## config.mk

```make
export PLATFORM = sky130hd
export DESIGN_NAME = packetFramer
export DESIGN_NICKNAME = d
export VERILOG_FILES = /design/src/logic/rioPkg.sv /design/src/logic/packetFramer.sv
export SDC_FILE = /design/constraint.sdc
export NUM_CORES = 1
export LEC_CHECK = 0
export ABC_AREA = 1
export CAP_MARGIN = 20
export CORE_ASPECT_RATIO = 0.6
export CORE_MARGIN = 5
export CORE_UTILIZATION = 55
export DETAILED_ROUTE_END_ITERATION = 6
export DONT_BUFFER_PORTS = 1
export GPL_ROUTABILITY_DRIVEN = 0
export PLACE_DENSITY = 0.79
export SLEW_MARGIN = 20
export SYNTH_ARGS = -nofsm -noshare
export SYNTH_HDL_FRONTEND = slang
export SYNTH_SLANG_ARGS = --single-unit
```

## constraint.sdc

```tcl
create_clock -name RioRxClock -period 1.74 [get_ports RioRxClock]
set_input_delay 0.087 -clock RioRxClock [delete_from_list [all_inputs] [get_ports RioRxClock]]
set_output_delay 0.087 -clock RioRxClock [all_outputs]
set_load 0.1 [all_outputs]
```

## src/logic/rioPkg.sv

```systemverilog
package rioPkg;

	////////////////////
	// link constants
	////////////////////

	// k28.2 marks the start of a packet in the low byte
	localparam logic [7:0] K_START = 8'h5C;

	// crc-32, msb first, no final inversion
	localparam logic [31:0] CRC_INIT = 32'hFFFF_FFFF;
	localparam logic [31:0] CRC_POLY = 32'h04C1_1DB7;

	// header fields
	// length in bits 31:20, address in bits 19:8
	localparam int LEN_W = 12;
	localparam int ADDR_W = 12;

	// receive buffer size in words
	localparam int BUF_DEPTH = 512;
	localparam int BUF_AW = $clog2(BUF_DEPTH);

	// cycles to wait for our own packet to come back around the ring
	localparam logic [15:0] REMOTE_TIMEOUT = 16'd3000;

	////////////////////
	// word types
	////////////////////

	// one word as it comes off the link
	typedef struct packed {
		logic [31:0] data;
		logic        isK;
	} rioWord_t;

	// one forwarded word with packet boundary marks
	typedef struct packed {
		logic [31:0] data;
		logic        sop;
		logic        eop;
	} txWord_t;

	// verdict for one received packet
	typedef struct packed {
		logic             valid;
		logic             crcOk;
		logic             isOwn;
		logic [LEN_W-1:0] len;
	} checkResult_t;

	// remote mode states
	typedef enum logic [1:0] {
		IDLE,
		WAIT_OWN,
		DONE,
		TIMEOUT
	} remoteState_t;

endpackage

```

## src/logic/packetFramer.sv

```systemverilog
module packetFramer
	import rioPkg::*;
(
	input  logic              RioRxClock,
	input  logic              rstN_i,
	input  rioWord_t          rxWord_i,
	input  logic [ADDR_W-1:0] myStopAddress_i,
	input  logic [31:0]       crcValue_i,
	output logic [31:0]       bufData_o,
	output logic              bufWrite_o,
	output logic              crcInit_o,
	output logic              crcEn_o,
	output checkResult_t      checkResult_o
);

	rioWord_t          inReg;
	logic              isHdr;
	logic              isPayload;
	logic              isCrcWord;
	// words left in the packet, payload plus the crc word
	logic [LEN_W:0]    count;
	logic [ADDR_W-1:0] pktAddr;
	logic [LEN_W-1:0]  pktLen;

	// one register stage on the link input
	always_ff @(posedge RioRxClock)
	begin
		if (!rstN_i)
			inReg <= '0;
		else
			inReg <= rxWord_i;
	end

	// header is a k character carrying the start byte
	assign isHdr = inReg.isK && (inReg.data[7:0] == K_START);
	// count above one means payload, exactly one means the crc word
	assign isPayload = (count[LEN_W:1] != '0);
	assign isCrcWord = (count == (LEN_W+1)'(1));

	// header and payload go to the buffer and the crc
	assign bufData_o = inReg.data;
	assign bufWrite_o = isHdr || isPayload;
	assign crcInit_o = isHdr;
	assign crcEn_o = isHdr || isPayload;

	// load length plus one on the header, then count down to zero
	always_ff @(posedge RioRxClock)
	begin
		if (!rstN_i)
			count <= '0;
		else if (isHdr)
			count <= {1'b0, inReg.data[31:20]} + 1'b1;
		else if (count != '0)
			count <= count - 1'b1;
	end

	// keep address and length of the packet in flight
	always_ff @(posedge RioRxClock)
	begin
		if (isHdr)
		begin
			pktAddr <= inReg.data[19:8];
			pktLen <= inReg.data[31:20];
		end
	end

	// verdict one cycle after the crc word, crc is settled by then
	always_ff @(posedge RioRxClock)
	begin
		if (!rstN_i)
			checkResult_o <= '0;
		else
		begin
			checkResult_o.valid <= isCrcWord;
			checkResult_o.crcOk <= (crcValue_i == inReg.data);
			checkResult_o.isOwn <= (pktAddr == myStopAddress_i);
			checkResult_o.len <= pktLen;
		end
	end

	// a new header must not cut into a packet still being received
	assert property (@(posedge RioRxClock) disable iff (!rstN_i)
		isHdr |-> (count == '0));

endmodule

```

==> metrics.cfg <==
[worst_setup_path]
critPathTopFamily=simple AND/OR/NAND/NOR gates
crit_fanout=6
startpoint_type=flop
crit_type=reg2out
cpMostUsedCell=nor2_4
worstPathCellList=inv_2 > nor2_4 > nand3_2 > nor2_4 > buf_4
cp.required_ns=1.65
arrival_ns=1.56
cpMaxStageDelayCell=dfxtp_4
cp_slowest_stage_delay_ns=0.38
cp.buffers_inverters=2
worstSetupEndpointType=output pin

[clock_tree]
cts_tree=built
cts_buffers=9
clkTransAtPathRegs_ns=0.06
clockBufferDepth=2
clock_latency_ns=0.34
cts_root_buffer=clkbuf_16
ctsHtreeMaxLevel=3
clock_sinks=85

[floorplan]
boundaryPins=129
die-area_um2=9672
core_um2=7387
fp-row-count=24
die_h_um=78.21
die_x_um=123.7
initial_core_util_pct=57.72

[grt]
grt_busiest_layer=met2
antenna_found_initial=0
grt_first_pass_wirelength_mm=18.84
grt_max_degree=50
grt.total_usage_pct=25.46
grt_pass1_vias=3699
use_met1_pct=33.86
grt_util_met3_pct=10.42
grt_util_met2_pct=38.81
grt_remaining_overflow=0

[cells_and_area]
nFillCells=566
post_route_cells_drive_above_1_share_pct=19.55
final_core_util_pct=71.54
final_common_cell=nand2_1
final_cell_mix=nand2_1, inv_1, dfxtp_1, buf_4, nor2_1
nNetsFinal=702
syn2layout_area_growth_pct=23.94
antenna_cells=0

[job]
drv_cap=0

[timing]
min_period_ns=1.651
final-max-slew-violation-count=0
fmax_mhz=605.7
clock_skew_ns=0.004325
fin_crit_sh_pct=94.88
slew-limit-headroom_pct=76.12
setup_viol=0
worst_pin_slew_ns=0.3578
hold_slack_ns=0.01997
finalHoldViolations=0

[power_and_ir_drop]
power.density_nw_per_um2=1257
ir_drop_mv=0.6981
power.leakage_uw=0.002599
finalPower_uw=6641

[synthesis]
synthArstFlopShare_pct=0
syn_nets=637
synth_warnings=0
synth_area_um2=4264
avgSynthCellArea_um2=7.697
seq_area_frac_synth_pct=45.54
synth_edf_count=24
synth_cell_types=36
ys_ff_latch=85
ys.flop_type=dfxtp_1
synth_cells=554

[placement]
port_buffers=0
dp_hpwl_mm=8.748

[hold_path]
hold_class=in2reg

[route]
vias=3748
routed_wirelength_mm=11.99
detail_route.iter0.violations=437
drtPass1Iterations=5
viasPerCell=5.148
wl_per_cell_um=16.47
drc_errors=0
ant_nets=0

[status]
status=finished, final reports clean

[kinds of logic after synthesis]
logic type / share of synthesized area, %
compound gates: 5.634
xor+xnor: 4.313
fa+ha+maj: 1.174
buf+inv: 15.11
flops: 45.54
simple gates: 28.23
[cell usage after synthesis, types with 7 or more instances]
cell type  count  area, um^2
xnor2_1       11       96.34
nor2_4         7       78.83
nand3_2        7       70.07
dfxtp_1       61        1221
nor2_2         7       43.79
nand3_1       23       115.1
buf_4         33       247.7
inv_1         93       349.1
o21ai_0       22       110.1
nand2_1      155       581.8
edfxtp_1      24       720.7
xor2_1        10       87.58
nor2_1        51       191.4
[registers in the layout, indices dropped and copies added (netlist names)]
register	flops
bufData_o	32
checkResult_o	15
count	13
inReg	1
pktAddr	12
pktLen	12
[power by group]
part | internal [uW] | leakage [uW] | switching (uW) | total, uW
clock network | 1060 | 0.000134 | 780 | 1840
registers | 2200 | 0.000699 | 181 | 2380
logic | 806 | 0.00177 | 1620 | 2430
[metal layers]
layer | vias up | routed length (um)
met3 | 23 | 1531
li1 | 1802 | -
met4 | 0 | 205
met1 | 1694 | 5057
met2 | 229 | 5199
met5 | - | 0
[through the flow]
step / setup WS (ns) / TNS [ns] / area (um^2) / std cells
floorplan: -0.2880 / -3.909 / 4300 / 554
global placement: 0.2431 / 0 / 4576 / 673
detailed placement: 0.1792 / 0 / 4576 / 673
CTS: 0.009654 / 0 / 5253 / 727
global route: -0.001427 / -0.001427 / 5285 / 728
finish: 0.08901 / 0 / 5285 / 728
[final cells by class]
| cell class | count | area (um^2) | share of cell area (%) |
|---|---|---|---|
| Inverter | 97 | 364.1 | 6.889 |
| Sequential cell | 85 | 1956 | 37.00 |
| Multi-Input combinational cell | 333 | 1703 | 32.22 |
| Clock inverter | 4 | 28.78 | 0.5445 |
| Tap cell | 104 | 130.1 | 2.462 |
| Timing Repair Buffer | 93 | 845.8 | 16.00 |
| Clock buffer | 12 | 257.7 | 4.877 |
[what timing repair did]
item                                    CTS  global route
setup buffers                             0             1
endpoints found under the setup margin    0             3
hold buffers                             38             0
gates resized for setup                   0            10
hold endpoints to repair                 58             0
[worst min-delay path: stages]
cell and delay (ns):
nor2_1 0.08, a211oi_1 0.05, nand3_1 0.06, nor2_1 0.04
[worst paths after layout]
kind                           start                 to  slack (ns)  depth (start not counted)
setup reg to reg         pktAddr[11]  checkResult_o[12]        0.12                          5
hold / removal    myStopAddress_i[3]  checkResult_o[12]        0.02                          4
hold reg to reg            pktLen[1]   checkResult_o[1]        0.43                          2
setup / recovery        bufData_o[4]          crcInit_o        0.09                          5
(Power assumes the default switching activity.)
