<file path="config.mk">
export PLATFORM = sky130hd
export DESIGN_NAME = remoteModeFsm
export DESIGN_NICKNAME = d
export VERILOG_FILES = /design/src/logic/rioPkg.sv /design/src/logic/remoteModeFsm.sv
export SDC_FILE = /design/constraint.sdc
export NUM_CORES = 1
export LEC_CHECK = 0
export CAP_MARGIN = 20
export CORE_MARGIN = 4
export CORE_UTILIZATION = 50
export CTS_BUF_LIST = sky130_fd_sc_hd__clkbuf_16
export DETAILED_ROUTE_END_ITERATION = 12
export DONT_BUFFER_PORTS = 1
export PLACE_DENSITY = 0.73
export SLEW_MARGIN = 20
export SYNTH_ARGS = -nofsm -noshare
export SYNTH_HDL_FRONTEND = slang
export SYNTH_SLANG_ARGS = --single-unit
</file>
<file path="constraint.sdc">
create_clock -name RioRxClock -period 3 [get_ports RioRxClock]
set_input_delay 0.3 -clock RioRxClock [delete_from_list [all_inputs] [get_ports RioRxClock]]
set_output_delay 0.3 -clock RioRxClock [all_outputs]
set_load 0.05 [all_outputs]
</file>
<file path="src/logic/rioPkg.sv">
package rioPkg;

	////////////////////
	// link constants
	////////////////////

	// k28.2 marks the start of a packet in the low byte
	localparam logic [7:0] K_START = 8'h5C;

	// crc-32, msb first, no final inversion
	localparam logic [31:0] CRC_INIT = 32'hFFFF_FFFF;
	localparam logic [31:0] CRC_POLY = 32'h04C1_1DB7;

	// header fields
	// length in bits 31:20, address in bits 19:8
	localparam int LEN_W = 12;
	localparam int ADDR_W = 12;

	// receive buffer size in words
	localparam int BUF_DEPTH = 512;
	localparam int BUF_AW = $clog2(BUF_DEPTH);

	// cycles to wait for our own packet to come back around the ring
	localparam logic [15:0] REMOTE_TIMEOUT = 16'd3000;

	////////////////////
	// word types
	////////////////////

	// one word as it comes off the link
	typedef struct packed {
		logic [31:0] data;
		logic        isK;
	} rioWord_t;

	// one forwarded word with packet boundary marks
	typedef struct packed {
		logic [31:0] data;
		logic        sop;
		logic        eop;
	} txWord_t;

	// verdict for one received packet
	typedef struct packed {
		logic             valid;
		logic             crcOk;
		logic             isOwn;
		logic [LEN_W-1:0] len;
	} checkResult_t;

	// remote mode states
	typedef enum logic [1:0] {
		IDLE,
		WAIT_OWN,
		DONE,
		TIMEOUT
	} remoteState_t;

endpackage

</file>
<file path="src/logic/remoteModeFsm.sv">
module remoteModeFsm
	import rioPkg::*;
(
	input  logic         RioRxClock,
	input  logic         rstN_i,
	input  logic         trigger_i,
	input  checkResult_t checkResult_i,
	output logic         remoteModeDone_o,
	output logic         remoteTimeout_o
);

	remoteState_t state;
	logic [15:0]  waitCnt;
	logic         ownBack;

	// our packet made it round the ring intact
	assign ownBack = checkResult_i.valid && checkResult_i.isOwn && checkResult_i.crcOk;

	////////////////////
	// state register
	////////////////////

	always_ff @(posedge RioRxClock)
	begin
		if (!rstN_i)
		begin
			state <= IDLE;
			waitCnt <= '0;
		end
		else
		begin
			case (state)
				IDLE:
				begin
					waitCnt <= '0;
					if (trigger_i)
						state <= WAIT_OWN;
				end
				WAIT_OWN:
				begin
					// a bad own packet keeps us waiting
					if (ownBack)
						state <= DONE;
					else if (waitCnt == REMOTE_TIMEOUT - 16'd1)
						state <= TIMEOUT;
					else
						waitCnt <= waitCnt + 16'd1;
				end
				// both end states last one cycle
				DONE:
					state <= IDLE;
				TIMEOUT:
					state <= IDLE;
				default:
					state <= IDLE;
			endcase
		end
	end

	// pulses straight from the state
	assign remoteModeDone_o = (state == DONE);
	assign remoteTimeout_o = (state == TIMEOUT);

	// a wait ends one way or the other, never both
	assert property (@(posedge RioRxClock) disable iff (!rstN_i)
		!(remoteModeDone_o && remoteTimeout_o));

endmodule

</file>
==> results of run 1 <==
-- Yosys cell counts (2+ instances only) --
| cell | instances |
|---|---|
| nor2_1 | 8 |
| dfxtp_1 | 18 |
| a221o_1 | 3 |
| nand3_1 | 8 |
| or4_1 | 4 |
| or4_2 | 2 |
| nand2_1 | 12 |
| a21o_1 | 2 |
| and4_1 | 2 |
| a21oi_1 | 4 |
| clkbuf_1 | 7 |
| or3_1 | 3 |
| and2_1 | 6 |
| a31oi_1 | 7 |
| o21a_1 | 2 |
| and3_1 | 4 |
| inv_1 | 3 |
| nand4_1 | 5 |
| nor4_1 | 4 |
| nor3_1 | 3 |
| o211ai_1 | 3 |
| o21ai_0 | 4 |
-- path summary, 6_finish.rpt --
kind / slack (ps) / depth (start not counted) / startpoint / end
hold / removal: 170 / 1 / rstN_i / waitCnt[6]
setup / recovery: 910 / 4 / waitCnt[11] / waitCnt[10]
setup reg to reg: 910 / 4 / waitCnt[11] / waitCnt[10]
hold reg to reg: 520 / 2 / waitCnt[15] / waitCnt[15]
-- logic make-up (layout without fill, tap and decap cells) --
kind of cell	after synthesis	in the layout	synth area share, %
flip-flops	18	18	32.8
buffers and inverters	12	7	4.90
AO/OA/AOI/OAI	33	33	21.6
adder cells (fa/ha/maj)	1	1	1.14
AND/OR/NAND/NOR	71	71	39.5
-- state kept, by name, summed over array words and instances (netlist names) --
name     count
state        2
waitCnt     16
-- final cells by class --
class / instances / area share (%)
well taps: 27 / 2.89
flip-flops and latches: 18 / 30.8
multi-input cells: 105 / 58.6
clock inverters: 1 / 0.321
clock buffers: 3 / 6.42
inverters: 3 / 0.964
-- metal layers --
metal  part of all wire (%)  routed length, µm
met5                      0                  0
met3                    5.4                135
met2                     48               1210
met4                      0                  0
met1                     46               1150
-- power groups by stage --
stage	combinational (mW)	clock [mW]	sequential, mW
after detailed placement	0.0250	0	0.252
after global routing	0.0278	0.284	0.248
final	0.0251	0.267	0.248
after global placement	0.0246	0	0.252
after CTS	0.0253	0.274	0.247
after floorplan	0.0240	0	0.248
-- through the flow --
stage / setup WS, ps / cells / cell area [µm²] / total power [mW] / utilization [%]
final: 908 / 157 / 1170 / 0.540 / 57.8
after global placement: 922 / 153 / 1090 / 0.277 / 53.9
after detailed placement: 914 / 153 / 1090 / 0.277 / 53.9
after floorplan: 1200 / 135 / 1100 / 0.272 / -
after global routing: 759 / 157 / 1170 / 0.560 / 57.8
after CTS: 903 / 157 / 1170 / 0.546 / 57.8
==> results.json, run 1 <==
{
  "globalplace.congestion": 0.865,
  "comb_power_share_pct": 4.7,
  "cpMaxStageDelayCell": "nor4_4",
  "synth_top_area_share_pct": 32.8,
  "drt_iter0_markers": 37,
  "min_period_over_period_pct": 69.7,
  "grtUsageMet1_pct": 24.4,
  "ys.flop_type": "dfxtp_1",
  "hold_class": "primary input to register",
  "vias_per_cell": 6.60,
  "tns_ps": 0,
  "multiInputGateArea_um2": 684,
  "ys_types": 43,
  "final_common_cell": "dfxtp_1",
  "routed_wl_mm": 2.49,
  "gr-max-usage-layer": "met2",
  "die_area_um2": 3010,
  "cp-start-kind": "register",
  "grt_setup_unrepaired": "false",
  "p_clk_share_pct": 49.5,
  "drive_above_1_share_pct": 9.23,
  "max_slew_margin_pct": 37.2,
  "grt_max_degree": 18,
  "overflow": 0,
  "fmax_mhz": 478,
  "grtUsageMet2_pct": 31.7,
  "cts_setup_buffers": 0,
  "post-route-min-period_ps": 2090,
  "core_area_um2": 2020,
  "critPathBufInv": 0,
  "tightest_slew_ps": 940,
  "post-route-drc-count": 0,
  "slew_viol_final": 0,
  "avgRoutedWirePerCell_um": 15.9,
  "synth.avg_cell_area_um2": 8.14,
  "cts_tree": "done",
  "ys_ff_latch": 18,
  "cp-end-kind": "register",
  "max-vdd-ir-drop_mv": 0.320,
  "syn2layout_area_growth_pct": 6.38,
  "io_buffer_count": 0,
  "grtUsageTotal_pct": 19.6,
  "grt_pass1_vias": 939,
  "register_area_um2": 360,
  "vias": 1036,
  "die_w_um": 54.9,
  "skew_ps": 2.30,
  "path_class": "register to register",
  "fin_nets": 150,
  "clk_path_buf_depth": 2,
  "p_per_area_nw_per_um2": 462,
  "ys_seq_area_share_pct": 32.8,
  "clkTransAtPathRegs_ps": 50,
  "status": "complete, no violations",
  "p_seq_share_pct": 45.9,
  "postSynthCellCount": 135,
  "io_pins": 20,
  "row_count": 16,
  "switching_power_mw": 0.113,
  "internal-power_mw": 0.427,
  "postRouteAntennaNets": 0,
  "synth.top_cells.by_area": "dfxtp_1 (33%), nand2_1 (4.1%), a31oi_1 (4.0%)",
  "yosys_warnings": 0,
  "p_leak_nw": 0.385,
  "cp_data_required_time_ps": 3140,
  "crit_path_max_incr_delay_ps": 680,
  "cts_inserted_buffers": 3,
  "synth_edf_count": 0,
  "num_antenna_cells": 0,
  "firstDrtPassIters": 4,
  "cts.sinks": 18,
  "ctsHtreeMaxLevel": 1,
  "critPathMaxFanout": 13,
  "path_delay_family": "simple AND/OR/NAND/NOR gates",
  "cp.arrival_ps": 2230,
  "finalSetupViolCount": 0,
  "netlist_area_um2": 1100,
  "fillers": 192,
  "final_cell_mix": "dfxtp_1 (18), nand2_1 (12), nand3_1 (8), nor2_1 (8), a31oi_1 (7)",
  "grt_pass1_wl_mm": 4.26,
  "die_h_um": 54.9,
  "antenna_found_initial": 0,
  "drv_cap": 0,
  "clock_latency_ps": 250,
  "ctsHoldBuffers": 0,
  "hold_slack_ps": 167,
  "cts-resized-gates": 0,
  "async_reset_ff_share_pct": 0,
  "clockRootBuffer": "clkbuf_16",
  "crit_chain": "or4b_4 > nor4_4 > nor2_4 > a221o_1",
  "start_util_pct": 54.3,
  "syn_nets": 154,
  "p_sw_share_pct": 21.0,
  "hpwl_mm": 1.71,
  "use_met3_pct": 6.81,
  "yosysTopAreaCell": "dfxtp_1",
  "hold_viol": 0
}
No activity file was read; power rests on OpenSTA's default activity.
==> run 2: changes to the inputs <==
Settings changed: PLACE_DENSITY 0.73 to 0.76.
Clock period 3 ns to 1.7 ns, I/O delays scaled along.
==> run 2 against run 1 <==
Net effect:
- the run now ends with negative setup slack left
- power increased by 81%
- register-to-register slack got worse by 1000 ps
- sequential cell count unchanged
- fmax increased by 15%
- first-iteration DRC count increased by 150%
- critical endpoint is now waitCnt[12]
- sequential power increased by 73%
- count of clock-buffer cells in the layout unchanged
- global-route usage increased by 3.0 points
- sequential share of layout area decreased by 5.0 points
- largest cell class unchanged
- utilization increased by 13 points
==> results.json, run 2 (synthesis gave the netlist of run 1 again) <==
{
  "gr-max-usage-layer": "met2",
  "r2r-start": "waitCnt[14]",
  "cts.sinks": 18,
  "die_h_um": 54.9,
  "die_w_um": 54.9,
  "switching_power_mw": 0.210,
  "ff2ff_setup_slack_ps": -120,
  "postRouteAntennaNets": 0,
  "vias_per_cell": 6.64,
  "drv_cap": 0,
  "ctsHoldBuffers": 0,
  "status": "complete, but fails checks",
  "cpMaxStageDelayCell": "or4bb_4",
  "p_per_area_nw_per_um2": 686,
  "crit_path_max_incr_delay_ps": 520,
  "cts_tree": "done",
  "die_area_um2": 3010,
  "crit_start": "waitCnt[14]",
  "post-route-drc-count": 0,
  "hold_class": "primary input to register",
  "use_met3_pct": 4.09,
  "cts_inserted_buffers": 3,
  "ctsHtreeMaxLevel": 1,
  "cp-start-kind": "register",
  "num_antenna_cells": 0,
  "grtUsageMet2_pct": 36.0,
  "critPathMaxFanout": 5,
  "post-route-min-period_ps": 1820,
  "antenna_found_initial": 0,
  "routed_wl_mm": 2.99,
  "clk_path_buf_depth": 2,
  "reg.largest.list": "waitCnt (16), state (2)",
  "start_util_pct": 54.3,
  "syn2layout_area_growth_pct": 29.4,
  "p_sw_share_pct": 21.6,
  "grtUsageTotal_pct": 22.6,
  "grtUsageMet1_pct": 27.7,
  "hpwl_mm": 1.97,
  "drive_above_1_share_pct": 32.9,
  "tns_ps": -591,
  "clockRootBuffer": "clkbuf_16",
  "power_mw": 0.975,
  "largest_reg_flops": 16,
  "comb_power_share_pct": 7.3,
  "cp-end-kind": "register",
  "skew_ps": 2.77,
  "multiInputGateArea_um2": 719,
  "row_count": 16,
  "path_class": "register to register",
  "tightest_slew_ps": 495,
  "hold_viol": 0,
  "final_cell_mix": "buf_4 (28), nand2_1 (12), dfxtp_1 (12)",
  "internal-power_mw": 0.765,
  "grt_pass1_vias": 1105,
  "violations": "negative setup slack",
  "max_slew_margin_pct": 67.2,
  "core_area_um2": 2020,
  "avgRoutedWirePerCell_um": 16.2,
  "globalplace.congestion": 0.851,
  "layout_setup_ws_ps": -119,
  "top_register": "waitCnt",
  "firstDrtPassIters": 5,
  "clkTransAtPathRegs_ps": 50,
  "p_clk_share_pct": 48.7,
  "overflow": 0,
  "crit_chain": "or4bb_4 > nor4_4 > buf_4 > nor2_4 > a221o_1",
  "clock_latency_ps": 250,
  "slew_viol_final": 0,
  "ff2ff_path_depth": 5,
  "post-place-ws_ps": -133,
  "endpoint": "waitCnt[12]",
  "vias": 1228,
  "max-vdd-ir-drop_mv": 0.581,
  "io_pins": 20,
  "grt_pass1_wl_mm": 4.80,
  "fillers": 154,
  "drt_iter0_markers": 91,
  "fin_nets": 178,
  "timing.rr.end": "waitCnt[12]",
  "final_common_cell": "buf_4",
  "cp.arrival_ps": 1960,
  "cp_data_required_time_ps": 1840,
  "io_buffer_count": 0,
  "fmax_mhz": 550,
  "grt_max_degree": 17,
  "grt_setup_unrepaired": "true",
  "register_area_um2": 368,
  "finalSetupViolCount": 9,
  "p_seq_share_pct": 44.1,
  "p_leak_nw": 0.535,
  "min_period_over_period_pct": 107
}
-- run 2: critical path, delay by kind of cell, from the launching register on --
family / cells / cell delay [ps]
buf+inv: 1 / 200
flops: 1 / 330
simple gates: 3 / 880
compound gates: 1 / 290
-- run 2: area by class of cell --
type	instances	share of cell area, %
clock buffer	3	5.28
clock inverter	1	0.264
tap	27	2.38
inverter	3	0.792
sequential	18	25.9
multi-input combinational	105	50.6
timing repair buffer	28	14.8
-- run 2: per-layer routing --
metal | up-vias | part of all wire (%)
met5 | - | 0
met4 | 0 | 2.6
met3 | 12 | 9.1
met2 | 59 | 46
met1 | 583 | 42
li1 | 574 | -
-- run 2: how the worst min path moves through the flow --
stage / to / slack [ps] / startpoint / cells after the start
finish: waitCnt[6] / 40 / rstN_i / 1
global route: waitCnt[6] / 50 / rstN_i / 1
CTS: waitCnt[6] / 40 / rstN_i / 1
detailed placement: waitCnt[6] / 290 / rstN_i / 1
global placement: waitCnt[6] / 290 / rstN_i / 1
floorplan: waitCnt[6] / 290 / rstN_i / 1
-- run 2: metrics by stage --
stage / hold slack [ps] / cell area (µm²) / std cells / util (%)
6_report: 35.6 / 1420 / 185 / 70.3
5_1_grt: 46.6 / 1420 / 185 / 70.3
4_1_cts: 35.6 / 1380 / 184 / 68.3
3_5_place_dp: 293 / 1280 / 178 / 63.2
3_3_place_gp: 291 / 1280 / 178 / 63.2
2_1_floorplan: 288 / 1100 / 135 / -
-- run 2: power by group through the flow --
stage	Clock [mW]	Sequential, mW	Combinational (mW)
floorplan	0	0.438	0.0423
global placement	0	0.437	0.0634
detailed placement	0	0.437	0.0657
CTS	0.485	0.428	0.0660
global route	0.513	0.430	0.0756
finish	0.475	0.430	0.0708
-- run 2: timing repair --
action,4_1_cts,5_1_grt
resized for setup,3,10
buffers inserted,2,1
endpoints found under the setup margin,9,12
pin swaps,4,4
==> run 3: changes to the inputs <==
==> constraint.sdc (replaced) <==
create_clock -name RioRxClock -period 1.7 [get_ports RioRxClock]
set_input_delay 0.255 -clock RioRxClock [delete_from_list [all_inputs] [get_ports RioRxClock]]
set_output_delay 0.255 -clock RioRxClock [all_outputs]
set_load 0.05 [all_outputs]
==> run 3 against run 2 <==
Net effect:
- the flow still finishes with violations (negative setup slack)
- global-route usage up 2.0 points
- worst setup slack improved by 6.0 ps
- routed wire length up 0.23%
- non-clock buffer count is the same
- power fell by 0.79%
- die area unchanged
- hold slack better by 89 ps
- utilization is 0.25 points lower
==> results.json, run 3 (synthesis gave the netlist of run 1 again) <==
{
  "status": "complete, but fails checks",
  "violations": "negative setup slack",
  "clkTransAtPathRegs_ps": 50,
  "clockRootBuffer": "clkbuf_16",
  "routed_wl_mm": 3.00,
  "hold_class": "primary input to register",
  "grt_pass1_wl_mm": 5.36,
  "layout_setup_ws_ps": -113,
  "cp-end-kind": "register",
  "ctsHtreeMaxLevel": 1,
  "ctsHoldBuffers": 0,
  "vias": 1221,
  "core_area_um2": 2020,
  "post-place-ws_ps": -100,
  "cp.arrival_ps": 1950,
  "cts.sinks": 18,
  "vias_per_cell": 6.64,
  "fin_util_pct": 70.0,
  "antenna_found_initial": 0,
  "cts_tree": "done",
  "grtUsageTotal_pct": 24.6,
  "postRouteAntennaNets": 0,
  "min_period_over_period_pct": 107,
  "largest_reg_flops": 16,
  "p_per_area_nw_per_um2": 683,
  "critPathMaxFanout": 5,
  "row_count": 16,
  "p_sw_share_pct": 21.2,
  "tightest_slew_ps": 491,
  "io_buffer_count": 0,
  "crit_chain": "or4bb_4 > nor4_4 > buf_4 > nor2_4 > a221o_1",
  "syn2layout_area_growth_pct": 28.9,
  "max-vdd-ir-drop_mv": 0.614,
  "die_w_um": 54.9,
  "grt_setup_unrepaired": "true",
  "fillers": 159,
  "ff2ff_setup_slack_ps": -110,
  "internal-power_mw": 0.762,
  "fin_nets": 178,
  "grt_max_degree": 17,
  "comb_power_share_pct": 7.5,
  "post-route-drc-count": 0,
  "reg.largest.list": "waitCnt (16), state (2)",
  "path_delay_family": "simple AND/OR/NAND/NOR gates",
  "slew_viol_final": 0,
  "firstDrtPassIters": 5,
  "drive_above_1_share_pct": 31.2,
  "die_h_um": 54.9,
  "clock_latency_ps": 250,
  "cpMaxStageDelayCell": "or4bb_4",
  "final_cell_mix": "buf_4 (27), dfxtp_1 (15), nand2_1 (12)",
  "clk_path_buf_depth": 2,
  "io_pins": 20,
  "final_area_um2": 1420,
  "hold_viol": 0,
  "grt_pass1_vias": 1236,
  "skew_ps": 1.62,
  "finalSetupViolCount": 9,
  "max_slew_margin_pct": 67.5,
  "start_util_pct": 54.3,
  "die_area_um2": 3010,
  "p_seq_share_pct": 44.3,
  "drv_cap": 0,
  "cp-start-kind": "register",
  "cts_inserted_buffers": 3,
  "drt_iter0_markers": 61,
  "cp_data_required_time_ps": 1840,
  "final_common_cell": "buf_4",
  "place_area_um2": 1290,
  "critPathBufInv": 1,
  "overflow": 0,
  "num_antenna_cells": 0,
  "p_clk_share_pct": 48.2,
  "avgRoutedWirePerCell_um": 16.3,
  "p_leak_nw": 0.534,
  "hpwl_mm": 1.95,
  "fmax_mhz": 552,
  "post-route-min-period_ps": 1810,
  "globalplace.congestion": 0.844,
  "crit_path_max_incr_delay_ps": 550,
  "top_register": "waitCnt",
  "path_class": "register to register",
  "switching_power_mw": 0.205
}
run 3: worst register-to-register path: cells and delay by family, from the launching register on:
family	cells	cell delay (ps)
simple gates	3	890
flops	1	320
compound gates	1	300
buf+inv	1	190
run 3: final timing paths:
path                            cells after the start        start           to
worst min-delay path                                1       rstN_i   waitCnt[6]
worst max register to register                      5   waitCnt[3]   waitCnt[9]
worst min register to register                      1  waitCnt[12]  waitCnt[12]
worst max-delay path                                5   waitCnt[3]   waitCnt[9]
run 3: layout make-up:
class                           instances  area, µm²  share of cell area [%]
Clock buffer                            3       75.1                    5.30
Inverter                                3       11.3                   0.795
Multi-Input combinational cell        105        718                    50.7
Sequential cell                        18        364                    25.7
Tap cell                               27       33.8                    2.39
Timing Repair Buffer                   28        214                    15.1
run 3: power by group through the flow:
stage | Clock (mW) | Sequential, mW | Combinational [mW]
2_1_floorplan | 0 | 0.438 | 0.0427
5_1_grt | 0.488 | 0.428 | 0.0794
3_5_place_dp | 0 | 0.437 | 0.0672
4_1_cts | 0.464 | 0.429 | 0.0692
3_3_place_gp | 0 | 0.437 | 0.0653
6_report | 0.466 | 0.428 | 0.0726
run 3: stage by stage:
| stage | power [mW] | hold slack (ps) | TNS, ps | cells |
|---|---|---|---|---|
| final | 0.967 | 125 | -681 | 184 |
| after floorplan | 0.481 | 373 | -229 | 135 |
| after CTS | 0.962 | 126 | -448 | 183 |
| after global routing | 0.996 | 144 | -1400 | 184 |
| after global placement | 0.502 | 374 | -289 | 179 |
| after detailed placement | 0.504 | 380 | -407 | 179 |
run 3: timing repair:
item                                    4_1_cts  5_1_grt
endpoints found under the hold margin         0        0
buffers inserted                              1        1
endpoints found under the setup margin        8       11
pin swaps                                     5        2
gates resized for setup                       4        6
run 3: routing by layer:
layer  wire length [µm]  global-route usage (%)  vias up
li1                   -                       -      576
met1               1260                    30.6      576
met2               1450                    38.4       62
met3                242                    5.99        7
met4                 44                    13.7        0
met5                  0                       0        -
