File: src/logic/rioPkg.sv
package rioPkg;

	////////////////////
	// link constants
	////////////////////

	// k28.2 marks the start of a packet in the low byte
	localparam logic [7:0] K_START = 8'h5C;

	// crc-32, msb first, no final inversion
	localparam logic [31:0] CRC_INIT = 32'hFFFF_FFFF;
	localparam logic [31:0] CRC_POLY = 32'h04C1_1DB7;

	// header fields
	// length in bits 31:20, address in bits 19:8
	localparam int LEN_W = 12;
	localparam int ADDR_W = 12;

	// receive buffer size in words
	localparam int BUF_DEPTH = 512;
	localparam int BUF_AW = $clog2(BUF_DEPTH);

	// cycles to wait for our own packet to come back around the ring
	localparam logic [15:0] REMOTE_TIMEOUT = 16'd3000;

	////////////////////
	// word types
	////////////////////

	// one word as it comes off the link
	typedef struct packed {
		logic [31:0] data;
		logic        isK;
	} rioWord_t;

	// one forwarded word with packet boundary marks
	typedef struct packed {
		logic [31:0] data;
		logic        sop;
		logic        eop;
	} txWord_t;

	// verdict for one received packet
	typedef struct packed {
		logic             valid;
		logic             crcOk;
		logic             isOwn;
		logic [LEN_W-1:0] len;
	} checkResult_t;

	// remote mode states
	typedef enum logic [1:0] {
		IDLE,
		WAIT_OWN,
		DONE,
		TIMEOUT
	} remoteState_t;

endpackage

File: src/logic/packetCrc.sv
module packetCrc
	import rioPkg::*;
(
	input  logic        RioRxClock,
	input  logic        crcInit_i,
	input  logic        crcEn_i,
	input  logic [31:0] data_i,
	output logic [31:0] crc_o
);

	// advance the crc over one 32 bit word, msb first
	function automatic logic [31:0] crcStep(input logic [31:0] crcIn, input logic [31:0] data);
		logic [31:0] c;
		c = crcIn;
		for (int i = 31; i >= 0; i--)
		begin
			// feedback is the top crc bit against the data bit
			if (c[31] ^ data[i])
				c = {c[30:0], 1'b0} ^ CRC_POLY;
			else
				c = {c[30:0], 1'b0};
		end
		return c;
	endfunction

	// the init word is folded in from the start value
	always_ff @(posedge RioRxClock)
	begin
		if (crcInit_i)
			crc_o <= crcStep(CRC_INIT, data_i);
		else if (crcEn_i)
			crc_o <= crcStep(crc_o, data_i);
	end

endmodule

File: config.mk
export PLATFORM = sky130hd
export DESIGN_NAME = packetCrc
export DESIGN_NICKNAME = d
export VERILOG_FILES = /design/src/logic/rioPkg.sv /design/src/logic/packetCrc.sv
export SDC_FILE = /design/constraint.sdc
export NUM_CORES = 1
export LEC_CHECK = 0
export BUFFER_PORTS_ARGS = -buffer_cell sky130_fd_sc_hd__buf_2
export CELL_PAD_IN_SITES_DETAIL_PLACEMENT = 1
export CELL_PAD_IN_SITES_GLOBAL_PLACEMENT = 2
export CORE_MARGIN = 10
export CORE_UTILIZATION = 37
export CTS_BUF_LIST = sky130_fd_sc_hd__clkbuf_2
export DETAILED_ROUTE_END_ITERATION = 6
export PLACE_DENSITY_LB_ADDON = 0.2
export SYNTH_ARGS = -nofsm -noshare
export SYNTH_HDL_FRONTEND = slang
export SYNTH_SLANG_ARGS = --single-unit
File: constraint.sdc
create_clock -name RioRxClock -period 14 [get_ports RioRxClock]
set_input_delay 2.8 -clock RioRxClock [delete_from_list [all_inputs] [get_ports RioRxClock]]
set_output_delay 2.8 -clock RioRxClock [all_outputs]
set_load 0.05 [all_outputs]
==> results of run 1 <==
[cells in the final DEF, fill, tap and decap left out]
cell,instances
sky130_fd_sc_hd__bufinv_16,1
sky130_fd_sc_hd__xor2_2,9
sky130_fd_sc_hd__or2_2,1
sky130_fd_sc_hd__xor3_2,1
sky130_fd_sc_hd__nor2_1,1
sky130_fd_sc_hd__xnor2_2,10
sky130_fd_sc_hd__edfxtp_1,32
sky130_fd_sc_hd__xnor3_4,5
sky130_fd_sc_hd__xnor2_1,305
sky130_fd_sc_hd__xnor2_4,2
sky130_fd_sc_hd__buf_2,66
sky130_fd_sc_hd__buf_4,1
sky130_fd_sc_hd__xor2_1,78
sky130_fd_sc_hd__xnor3_1,49
sky130_fd_sc_hd__o21ai_0,8
sky130_fd_sc_hd__xnor3_2,12
sky130_fd_sc_hd__mux2i_1,22
sky130_fd_sc_hd__xor2_4,5
sky130_fd_sc_hd__clkbuf_2,5
sky130_fd_sc_hd__mux2_2,1
sky130_fd_sc_hd__clkinv_1,2
sky130_fd_sc_hd__nand2_1,8
sky130_fd_sc_hd__a21oi_1,1
sky130_fd_sc_hd__xor3_1,13
[worst paths after layout]
check | start | endpoint
hold reg to reg | crc_o[7] | crc_o[30]
setup / recovery | data_i[26] | crc_o[11]
hold / removal | crc_o[7] | crc_o[30]
setup reg to reg | crc_o[27] | crc_o[16]
[through the flow]
stage | hold WS [ns] | cell area [um^2] | std cells
6_report | 1.60 | 7680 | 872
5_1_grt | 1.66 | 7680 | 872
4_1_cts | 1.60 | 7680 | 872
3_5_place_dp | 1.56 | 7620 | 864
3_3_place_gp | 1.56 | 7620 | 864
2_1_floorplan | 1.55 | 7080 | 579
[synthesized netlist by cell type]
| cell | instances |
|---|---|
| sky130_fd_sc_hd__xor2_4 | 5 |
| sky130_fd_sc_hd__nand2_1 | 8 |
| sky130_fd_sc_hd__xnor3_4 | 5 |
| sky130_fd_sc_hd__xnor2_4 | 2 |
| sky130_fd_sc_hd__mux2_2 | 1 |
| sky130_fd_sc_hd__buf_6 | 1 |
| sky130_fd_sc_hd__xor3_2 | 1 |
| sky130_fd_sc_hd__xnor3_1 | 49 |
| sky130_fd_sc_hd__edfxtp_1 | 32 |
| sky130_fd_sc_hd__buf_4 | 4 |
| sky130_fd_sc_hd__a21oi_1 | 1 |
| sky130_fd_sc_hd__mux2i_1 | 22 |
| sky130_fd_sc_hd__o21ai_0 | 8 |
| sky130_fd_sc_hd__xor3_1 | 13 |
| sky130_fd_sc_hd__xnor2_2 | 10 |
| sky130_fd_sc_hd__clkbuf_1 | 5 |
| sky130_fd_sc_hd__buf_2 | 6 |
| sky130_fd_sc_hd__nor2_1 | 1 |
| sky130_fd_sc_hd__xnor3_2 | 12 |
| sky130_fd_sc_hd__xnor2_1 | 305 |
| sky130_fd_sc_hd__xor2_1 | 78 |
| sky130_fd_sc_hd__or2_2 | 1 |
| sky130_fd_sc_hd__xor2_2 | 9 |
[critical path: cells and delay by family]
family	cells	cell delay (ns)
xor+xnor	8	3.72
buf+inv	1	0.19
mux	1	0.28
[routing by layer]
| metal | share of wire | wire, um |
|---|---|---|
| met1 | 0.48 | 11300 |
| met2 | 0.46 | 10800 |
| met3 | 0.058 | 1360 |
| met4 | 0.0046 | 108 |
| met5 | 0 | 0 |
[cell families after synthesis]
| kind of cell | share of synthesized area |
|---|---|
| muxes | 0.0327 |
| and+or+nand+nor | 0.00566 |
| AOI/OAI and AO/OA | 0.00636 |
| buffers and inverters | 0.0127 |
| DFF | 0.136 |
| xor gates and xnor gates | 0.807 |
[final cells by class]
class / count / area [um^2]
fill: 2032 / 11100
timing repair buffer: 67 / 338
multi-input combinational: 531 / 6030
clock buffer: 5 / 25.0
tap: 234 / 293
sequential: 32 / 961
clock inverter: 3 / 37.5
==> results, run 1 <==
- The met1 global-route usage is 0.278.
- Of all nets on the critical path, the largest fanout is 7.
- Ranked by flip-flop count, first place goes to crc_o.
- At the placement stage, the worst setup path has a slack of 6.75 ns.
- The largest single stage delay on the critical path is 0.72 ns.
- The largest registers in the layout are crc_o x32.
- The effective utilization at floorplan is 0.377.
- Counting the buffers created by CTS gives 5.
- The max-slew violation count was 0.
- The number of nets handed over by synthesis was 614.
- The overall via count from detail_route is 4263.
- TritonCTS built the clock tree.
- The later pin in the worst-skew pair is clocked with a latency of 0.39 ns.
- The x dimension of the die is 158 um.
- For this run, the top clock speed supported by timing is 146 MHz.
- Setup repair after global routing left no endpoint under its margin.
- The first detailed-routing pass took 4 iterations.
- The congestion estimate from routability-driven global placement came to 0.859.
- The synthesized design contains 32 register bits.
- In this run the register-to-register setup slack is 9.29 ns.
- A synthesized cell averages 12.2 um^2.
- The warning count from the yosys run is 0.
- The count of standard-cell rows is 50.
- The first-pass GRT wire length is 33900 um.
- The floorplan step defined a die boundary enclosing 25100 um^2.
- The final antenna diode count is 0.
- The number of antenna violations at the first check in global routing is 0.
- The routed length per instance is 27.0 um.
- At the end of the flow, the number of nets in the layout was 672.
- The root buffer cell chosen for the clock tree is sky130_fd_sc_hd__clkbuf_2.
- For this run, the register share of the synthesized area comes to 0.136.
- For this design, the CTS-stage hold fixing added 0 buffers.
- The global-route met3 utilization is 0.0232.
- Relative to the synthesized area, the layout overhead comes to 8.52%.
- The tightest slew margin relative to the limit is 0.343.
- After detailed routing, the number of vias per cell comes to 4.89.
- The count of buffers inserted at the top-level ports is 66.
- The setup total negative slack is 0 ns.
- The share of synthesized area in the top cell type comes to 0.377.
- The synthesized cell area is 7080 um^2.
- The core area is 18800 um^2.
- Setup violations remaining at the end of the flow were counted as 0.
- The die height is 158 um.
- The sum of overflow across all layers after global routing is 0.
- The number of sinks handled by clock tree synthesis is 32.
- Synthesis produced 579 cells.
- The number of global-route vias before repair is 4740.
- The first routing iteration left 253 violations.
- The number of buffers inserted to repair setup after CTS is 0.
- The startpoint kind of the worst setup timing path is an input pin.
- The detailed placement HPWL is 20200 um.
- Counting cells, the worst reg-to-reg path comes to 9.
- For this run, the total global-route usage over all layers was measured as 0.189.
- The flow ran to the end, and the final reports show no timing, DRC or antenna violations.
- STA puts the critical path data required time at 14.17 ns.
- Of the available clock period, the critical path in the final layout requires 0.488.
- Once routing completed, OpenROAD measured the worst setup slack at 7.17 ns.
- The largest net degree at the start of global routing is 43.
- Summed over all layers, the routed wires come to 23500 um.
- The number of flip-flops in the largest register is 32.
- By instance count, the cell type seen most on the critical path is sky130_fd_sc_hd__xnor2_1.
- In this run the remaining antenna-violating nets after routing total 0.
- The slowest stage of the critical path belongs to the cell sky130_fd_sc_hd__xor2_1.
- At the worst endpoint, the arrival time is 7.00 ns.
- The shortest clock period the worst path allows after layout is 6.83 ns.
- STA classifies the critical path endpoint as a register.
- The share of final-layout standard cells stronger than drive strength 1 is 0.187.
- The number of different library cells used by synthesis comes to 23.
- The worst hold path belongs to the class register to register.
- In this run the most used layer during global routing was met2.
- Traced cell by cell, the critical path runs through buf_2 > xnor2_1 > xor3_1 > xor2_1 > xor3_1 > xnor2_1 > xnor2_1 > xnor2_1 > xnor2_1 > mux2_2.
- For this run, the share of the core covered by cells in the final layout is 0.409.
- The final count of hold timing violations is 0.
- After synthesis, the cell types taking the most area are sky130_fd_sc_hd__xnor2_1, sky130_fd_sc_hd__xnor3_1, sky130_fd_sc_hd__edfxtp_1.
- The clock-pin slew of the registers on the worst-case setup and hold paths is 0.18 ns.
- Max-cap violations in this run came to 0.
- Counting instances, the worst hold path has a depth of 6.
- In this run, post-CTS repair resized a total of 0 instances.
- For this run, global-route usage on met2 was measured as 0.299.
- The CTS H-tree depth is 2.
- Between clock sinks in the finished design, the worst skew comes to 0.00998 ns.
- After detailed routing, the number of remaining DRC violations is 0.
- The start-to-end type of the worst setup path is input pin to register.
- In this run the deepest clock path goes through 2 buffers.
- Of all cell types, the one taking the most synthesized area is sky130_fd_sc_hd__xnor2_1.
- The slew of the pin with the lowest slew margin is 0.979 ns.
- For this design the top-level I/O count stands at 67.
Power of run 1 is not shown: default switching activity piles up to over one toggle a cycle in this logic, so the estimate is an artifact.
==> run 2: changes to the inputs <==
- clock period: 14 -> 5.6 ns (I/O delays scaled with it)
==> results, run 2 (synthesis results as in run 1) <==
- The run finished with clean final reports.
- The effective utilization at floorplan was 0.377 (unchanged).
- The count of maximum capacitance violations is 0 (unchanged).
- The via density per instance is 4.82 (-1.4%).
- The total track usage is 0.190 (+0.00103).
- The total of cells resized after clock tree synthesis is 0 (unchanged).
- The largest registers in the layout are crc_o x32.
- The delay contributed by the slowest stage of the critical path is 0.83 ns (+0.11 ns).
- The cell area after layout came to 7910 um^2 (+2.9%).
- The detailed placement HPWL was 20500 um (+1.4%).
- The core area is 18800 um^2 (unchanged).
- The routability congestion estimate came to 0.915 (+6.6%).
- The worst-path maximum fanout is 8 (+1).
- The startpoint kind of the worst setup timing path is an input pin.
- The number of buffers created by CTS is 5 (unchanged).
- The number of global-route vias before repair is 4892 (+3.2%).
- The largest net degree at the start of global routing was 43 (unchanged).
- The number of antenna violations at the first check in global routing is 1 (+1).
- The critical path goes through buf_2 > xor2_1 > buf_4 > xnor3_2 > xor2_1 > xor3_1 > xnor2_1 > xnor2_1 > xnor3_1 > mux2i_1.
- The required time of the critical path came to 5.81 ns (-8.36 ns).
- The number of design-rule violations left by the first detailed-router iteration is 276 (+9.1%).
- The routed length per instance was 26.2 um (-2.8%).
- The number of sinks handled by clock tree synthesis came to 32 (unchanged).
- The DRC violations left was 0 (unchanged).
- Setup repair after global routing left no endpoint under its margin.
- The slew of the pin with the lowest slew margin was 1.02 ns (+0.0360 ns).
- The count of pins on the block boundary is 67 (unchanged).
- More flip-flops sit in one register than any other, and that register is crc_o.
- The count of standard-cell rows is 50 (unchanged).
- The worst clock skew on the final layout is 0.0304 ns (+0.0204 ns).
- The clock insertion delay at the later pin of the skew report is 0.39 ns (about the same).
- The die height is 158 um (unchanged).
- Clock tree synthesis selected as its root buffer the cell sky130_fd_sc_hd__clkbuf_2.
- The start-to-end type of the worst setup path is input pin to register.
- The kind of cell with the highest combined delay along the critical path is XOR/XNOR gates.
- Subtracting the final worst setup slack from the clock period gives 5.02 ns.
- The floorplan die area is 25100 um^2 (unchanged).
- The buffers plus inverters on the worst setup path is 2 (+1).
- The hold-fix buffer count after cts is 0 (unchanged).
- The maximum clock frequency is 199 MHz.
- The CTS H-tree depth is 2 (unchanged).
- The tightest slew margin relative to the limit is 0.321 (-0.0216).
- The worst setup path is captured at a register.
- The first-pass GRT wire length is 34300 um (+1.2%).
- From synthesis to final layout, the design area changed by 11.7%.
- Of the available clock period, the critical path in the final layout requires 0.897.
- The number of flip-flops in the largest register is 32 (unchanged).
- Leaving out fill and tap cells, the most frequent cells in the layout are sky130_fd_sc_hd__xnor2_1, sky130_fd_sc_hd__xor2_1, sky130_fd_sc_hd__buf_2.
- The count of nets after finishing is 701 (+4.3%).
- The clock-pin slew of the registers on the worst-case setup and hold paths came to 0.21 ns (+0.03 ns).
- The x dimension of the die was 158 um (unchanged).
- The deepest clock path buffer count came to 2 (unchanged).
- The count of buffers inserted at the top-level ports is 66 (unchanged).
- The sum of overflow across all layers after global routing is 0 (unchanged).
- The data arrival time of the critical path was 5.23 ns (-1.77 ns).
- The min-delay analysis places its worst path in the category input pin to register.
- The library cell contributing the largest single delay on the critical path is sky130_fd_sc_hd__xor2_1.
- The max-slew violation count is 0 (unchanged).
- The count of nets left with antenna violations after detail routing is 0 (unchanged).
- The final count of hold timing violations is 0 (unchanged).
- The overall routed net length is 23700 um (+0.60%).
- The clock tree from TritonCTS is built.
- The total cell area at the placement stage came to 7840 um^2 (+2.9%).
- The first-pass iteration count of the detailed router was 4 (unchanged).
- The number of buffers inserted to repair setup after CTS is 0 (unchanged).
- The share of final-layout standard cells stronger than drive strength 1 is 0.225 (+0.0384).
- The library cell used most frequently in the layout, excluding fill and tap cells, is sky130_fd_sc_hd__xnor2_1.
- The overall via count from detail_route is 4346 (+1.9%).
- The setup total negative slack is 0 ns (unchanged).
- The final number of setup-violating endpoints is 0 (unchanged).
## run 2: cell types whose count changed in the layout (fill, tap and decap cells not counted), sizes merged
| cell | change |
|---|---|
| diode | +1 |
| clkinvlp | +1 |
| clkinv | -1 |
| buf | +29 |
## run 2: layer usage
metal / track usage / up-vias / wire [um] / share of wire
li1: - / 2046 / - / -
met1: 0.274 / 2179 / 11200 / 0.47
met2: 0.302 / 117 / 10700 / 0.45
met3: 0.0326 / 4 / 1620 / 0.069
met4: 0.0128 / 0 / 108 / 0.0046
met5: 0 / - / 0 / 0
## run 2: worst register-to-register path, cell delays in order, from the launching register on
cell,delay [ns]
sky130_fd_sc_hd__edfxtp_1,0.56
sky130_fd_sc_hd__xnor2_2,0.54
sky130_fd_sc_hd__xnor2_1,0.31
sky130_fd_sc_hd__xnor2_1,0.37
sky130_fd_sc_hd__xnor3_1,0.60
sky130_fd_sc_hd__xnor2_2,0.32
sky130_fd_sc_hd__xnor3_2,0.63
sky130_fd_sc_hd__xor2_4,0.37
sky130_fd_sc_hd__xnor3_1,0.46
sky130_fd_sc_hd__mux2_2,0.27
## run 2: layout make-up
cell class                      instances  area, um^2
Antenna cell                            1        2.50
Multi-Input combinational cell        531        6030
Tap cell                              234         293
Timing Repair Buffer                   96         556
Fill cell                            2010       10900
Clock inverter                          3        42.5
Clock buffer                            5        25.0
Sequential cell                        32         961
## run 2: worst paths after layout
check,depth (start not counted),slack (ns),startpoint,end
max,10,0.58,data_i[31],crc_o[19]
min,2,1.49,crcInit_i,crc_o[10]
max reg2reg,9,0.96,crc_o[27],crc_o[11]
min reg2reg,6,1.60,crc_o[7],crc_o[30]
## run 2: through the flow
stage | utilization | hold WS [ns] | cells | setup WS (ns)
3_5_place_dp | 0.418 | 1.53 | 893 | 0.0833
4_1_cts | 0.421 | 1.48 | 901 | 0.538
6_report | 0.421 | 1.49 | 902 | 0.578
2_1_floorplan | - | 1.55 | 579 | 0.736
3_3_place_gp | 0.418 | 1.47 | 893 | 0.141
5_1_grt | 0.421 | 1.50 | 902 | 0.463
Power of run 2 is left out for the same reason.
==> run 3: changes to the inputs <==
- clock period: 5.6 -> 4 ns (I/O delays scaled with it)
==> results, run 3 (synthesis results as in run 1) <==
- The CTS H-tree depth is 2 (unchanged).
- The library cell contributing the largest single delay on the critical path is sky130_fd_sc_hd__xnor3_2.
- In this run the most used layer during global routing was met2.
- The first-pass GRT wire length is 38500 um (+12%).
- The clock insertion delay at the later pin of the skew report is 0.39 ns (about the same).
- The overall via count from detail_route is 5172 (+19%).
- The number of flip-flops in the largest register came to 32 (unchanged).
- The area added between synthesis and finish is 38.7%.
- TritonCTS built the clock tree.
- STA classifies the critical path endpoint as a register.
- The count of standard-cell rows was 50 (unchanged).
- The met2 demand-to-capacity share in global routing is 0.344 (+0.0418).
- The final number of setup-violating endpoints is 0 (unchanged).
- The total cell area at the placement stage came to 9460 um^2 (+21%).
- The hold slack came to 1.13 ns (-0.368 ns).
- The clock-pin slew of the registers on the worst-case setup and hold paths is 0.20 ns (about the same).
- The x dimension of the die is 158 um (unchanged).
- On the critical path the largest part of the delay comes from XOR/XNOR gates.
- Subtracting the final worst setup slack from the clock period gives 3.95 ns.
- The tightest min-delay check is of the input pin to register type.
- The count of buffers inserted at the top-level ports was 66 (unchanged).
- The die height is 158 um (unchanged).
- The detailed placement HPWL came to 23200 um (+13%).
- The required time of the critical path is 4.21 ns (-1.60 ns).
- The via density per instance is 4.73 (-1.9%).
- The slew of the pin with the lowest slew margin is 0.792 ns (-0.223 ns).
- The overall routed net length is 26600 um (+13%).
- The effective utilization at floorplan came to 0.377 (unchanged).
- The hold-fix buffer count after cts came to 0 (unchanged).
- The max-slew violation count is 0 (unchanged).
- The DRC violations left is 0 (unchanged).
- The count of nets after finishing came to 894 (+28%).
- The routability congestion estimate is 0.901 (-1.5%).
- The flow ran to the end, and the final reports show no timing, DRC or antenna violations.
- Static timing analysis puts the maximum clock frequency at 253 MHz.
- The worst clock skew on the final layout came to 0.0228 ns (-0.00765 ns).
- The sum of overflow across all layers after global routing was 0 (unchanged).
- The deepest clock path buffer count is 2 (unchanged).
- The number of antenna violations at the first check in global routing is 1 (unchanged).
- The met1 global-route usage is 0.304 (+0.0300).
- The number of design-rule violations left by the first detailed-router iteration is 207 (-25%).
- Walking the worst path, the cells encountered are buf_2 > buf_12 > xor2_4 > xnor3_2 > buf_4 > xnor3_2 > xor2_4 > xnor3_1 > xnor3_2 > xor2_4 > buf_4 > xnor3_1 > mux2i_2.
- The worst register-to-register path ends at crc_o[15].
- The floorplan die area came to 25100 um^2 (unchanged).
- The count of pins on the block boundary is 67 (unchanged).
- The cell total after placement is 1073 (+20%).
- The largest registers in the layout are crc_o x32.
- The delay contributed by the slowest stage of the critical path is 0.46 ns (-0.37 ns).
- The core area is 18800 um^2 (unchanged).
- The number of buffers created by CTS came to 5 (unchanged).
- The worst setup path is launched from an input pin.
- The clock root buffer master is sky130_fd_sc_hd__clkbuf_2.
- The total track usage came to 0.212 (+0.0222).
- In this run the most critical hold path is launched from crcInit_i.
- The worst setup path is of the input pin to register kind.
- The worst hold path terminates at crc_o[6].
- In the layout the commonest cells are sky130_fd_sc_hd__xnor2_1, sky130_fd_sc_hd__buf_4, sky130_fd_sc_hd__xor2_1.
- The reg-to-reg critical path startpoint is crc_o[28].
- The cell area after layout came to 9810 um^2 (+24%).
- The tightest slew margin relative to the limit is 0.472 (+0.151).
- The worst-case register-to-register setup slack was 0.10 ns (-0.86 ns).
- The buffers plus inverters on the worst setup path is 4 (+2).
- The share of final-layout standard cells stronger than drive strength 1 is 0.437 (+0.212).
- The count of nets left with antenna violations after detail routing is 0 (unchanged).
- The cell count of the worst reg-to-reg path is 10 (+1).
- The depth of the worst hold-timing path is 3 (+1).
- The final count of hold timing violations is 0 (unchanged).
- The worst-path maximum fanout is 5 (-3).
- The number of sinks handled by clock tree synthesis is 32 (unchanged).
- The number of global-route vias before repair was 5731 (+17%).
- The count of maximum capacitance violations is 0 (unchanged).
- The global-route met3 utilization was 0.0283 (-0.00432).
- The routed length per instance is 24.3 um (-7.2%).
- The largest net degree at the start of global routing is 42 (-2.3%).
- The most common cell after layout, fill and taps aside is sky130_fd_sc_hd__xnor2_1.
- The top register by number of flip-flops is crc_o.
- The first-pass iteration count of the detailed router came to 4 (unchanged).
- The final instance count without filler cells is 1094 (+21%).
- The final antenna diode count is 0 (-1).
- The post-route clock period utilization is 0.986.
- The data arrival time of the critical path is 4.16 ns (-1.07 ns).
-- run 3: area by class of cell --
| class | count | area [um^2] |
|---|---|---|
| Tap cell | 234 | 293 |
| Timing Repair Buffer | 289 | 2050 |
| Fill cell | 2041 | 8950 |
| Sequential cell | 32 | 961 |
| Multi-Input combinational cell | 531 | 6440 |
| Clock inverter | 3 | 42.5 |
| Clock buffer | 5 | 25.0 |
-- run 3: what timing repair did --
action,in CTS,in global routing
endpoints found under the setup margin,6,14
resized for setup,1,19
pin swaps,1,11
setup buffers,2,11
cloned,0,0
-- run 3: stage by stage --
step	TNS, ns	utilization	setup slack, ns
2_1_floorplan	-1.47	-	-0.257
3_3_place_gp	-5.27	0.504	-0.380
3_5_place_dp	-5.91	0.504	-0.394
4_1_cts	0	0.509	0.0273
5_1_grt	-0.0151	0.523	-0.0151
6_report	0	0.523	0.0548
-- run 3: worst max path at each step --
stage	startpoint	depth (start not counted)	slack [ns]	end
finish	data_i[28]	13	0.05	crc_o[15]
global route	crc_o[28]	10	-0.02	crc_o[25]
CTS	crc_o[25]	9	0.03	crc_o[25]
detailed placement	data_i[22]	12	-0.39	crc_o[10]
global placement	data_i[28]	11	-0.38	crc_o[19]
floorplan	data_i[27]	10	-0.26	crc_o[11]
-- run 3: tightest hold or removal path, delay by kind of cell --
| kind | cells | cell delay (ns) |
|---|---|---|
| buffers and inverters | 2 | 0.39 |
| multiplexers | 1 | 0.21 |
-- run 3: layer usage --
| layer | vias to the layer above | share of wire |
|---|---|---|
| met5 | - | 0 |
| li1 | 2420 | - |
| met3 | 10 | 0.054 |
| met4 | 0 | 0.0069 |
| met1 | 2615 | 0.47 |
| met2 | 127 | 0.47 |
Power of run 3 is left out for the same reason.
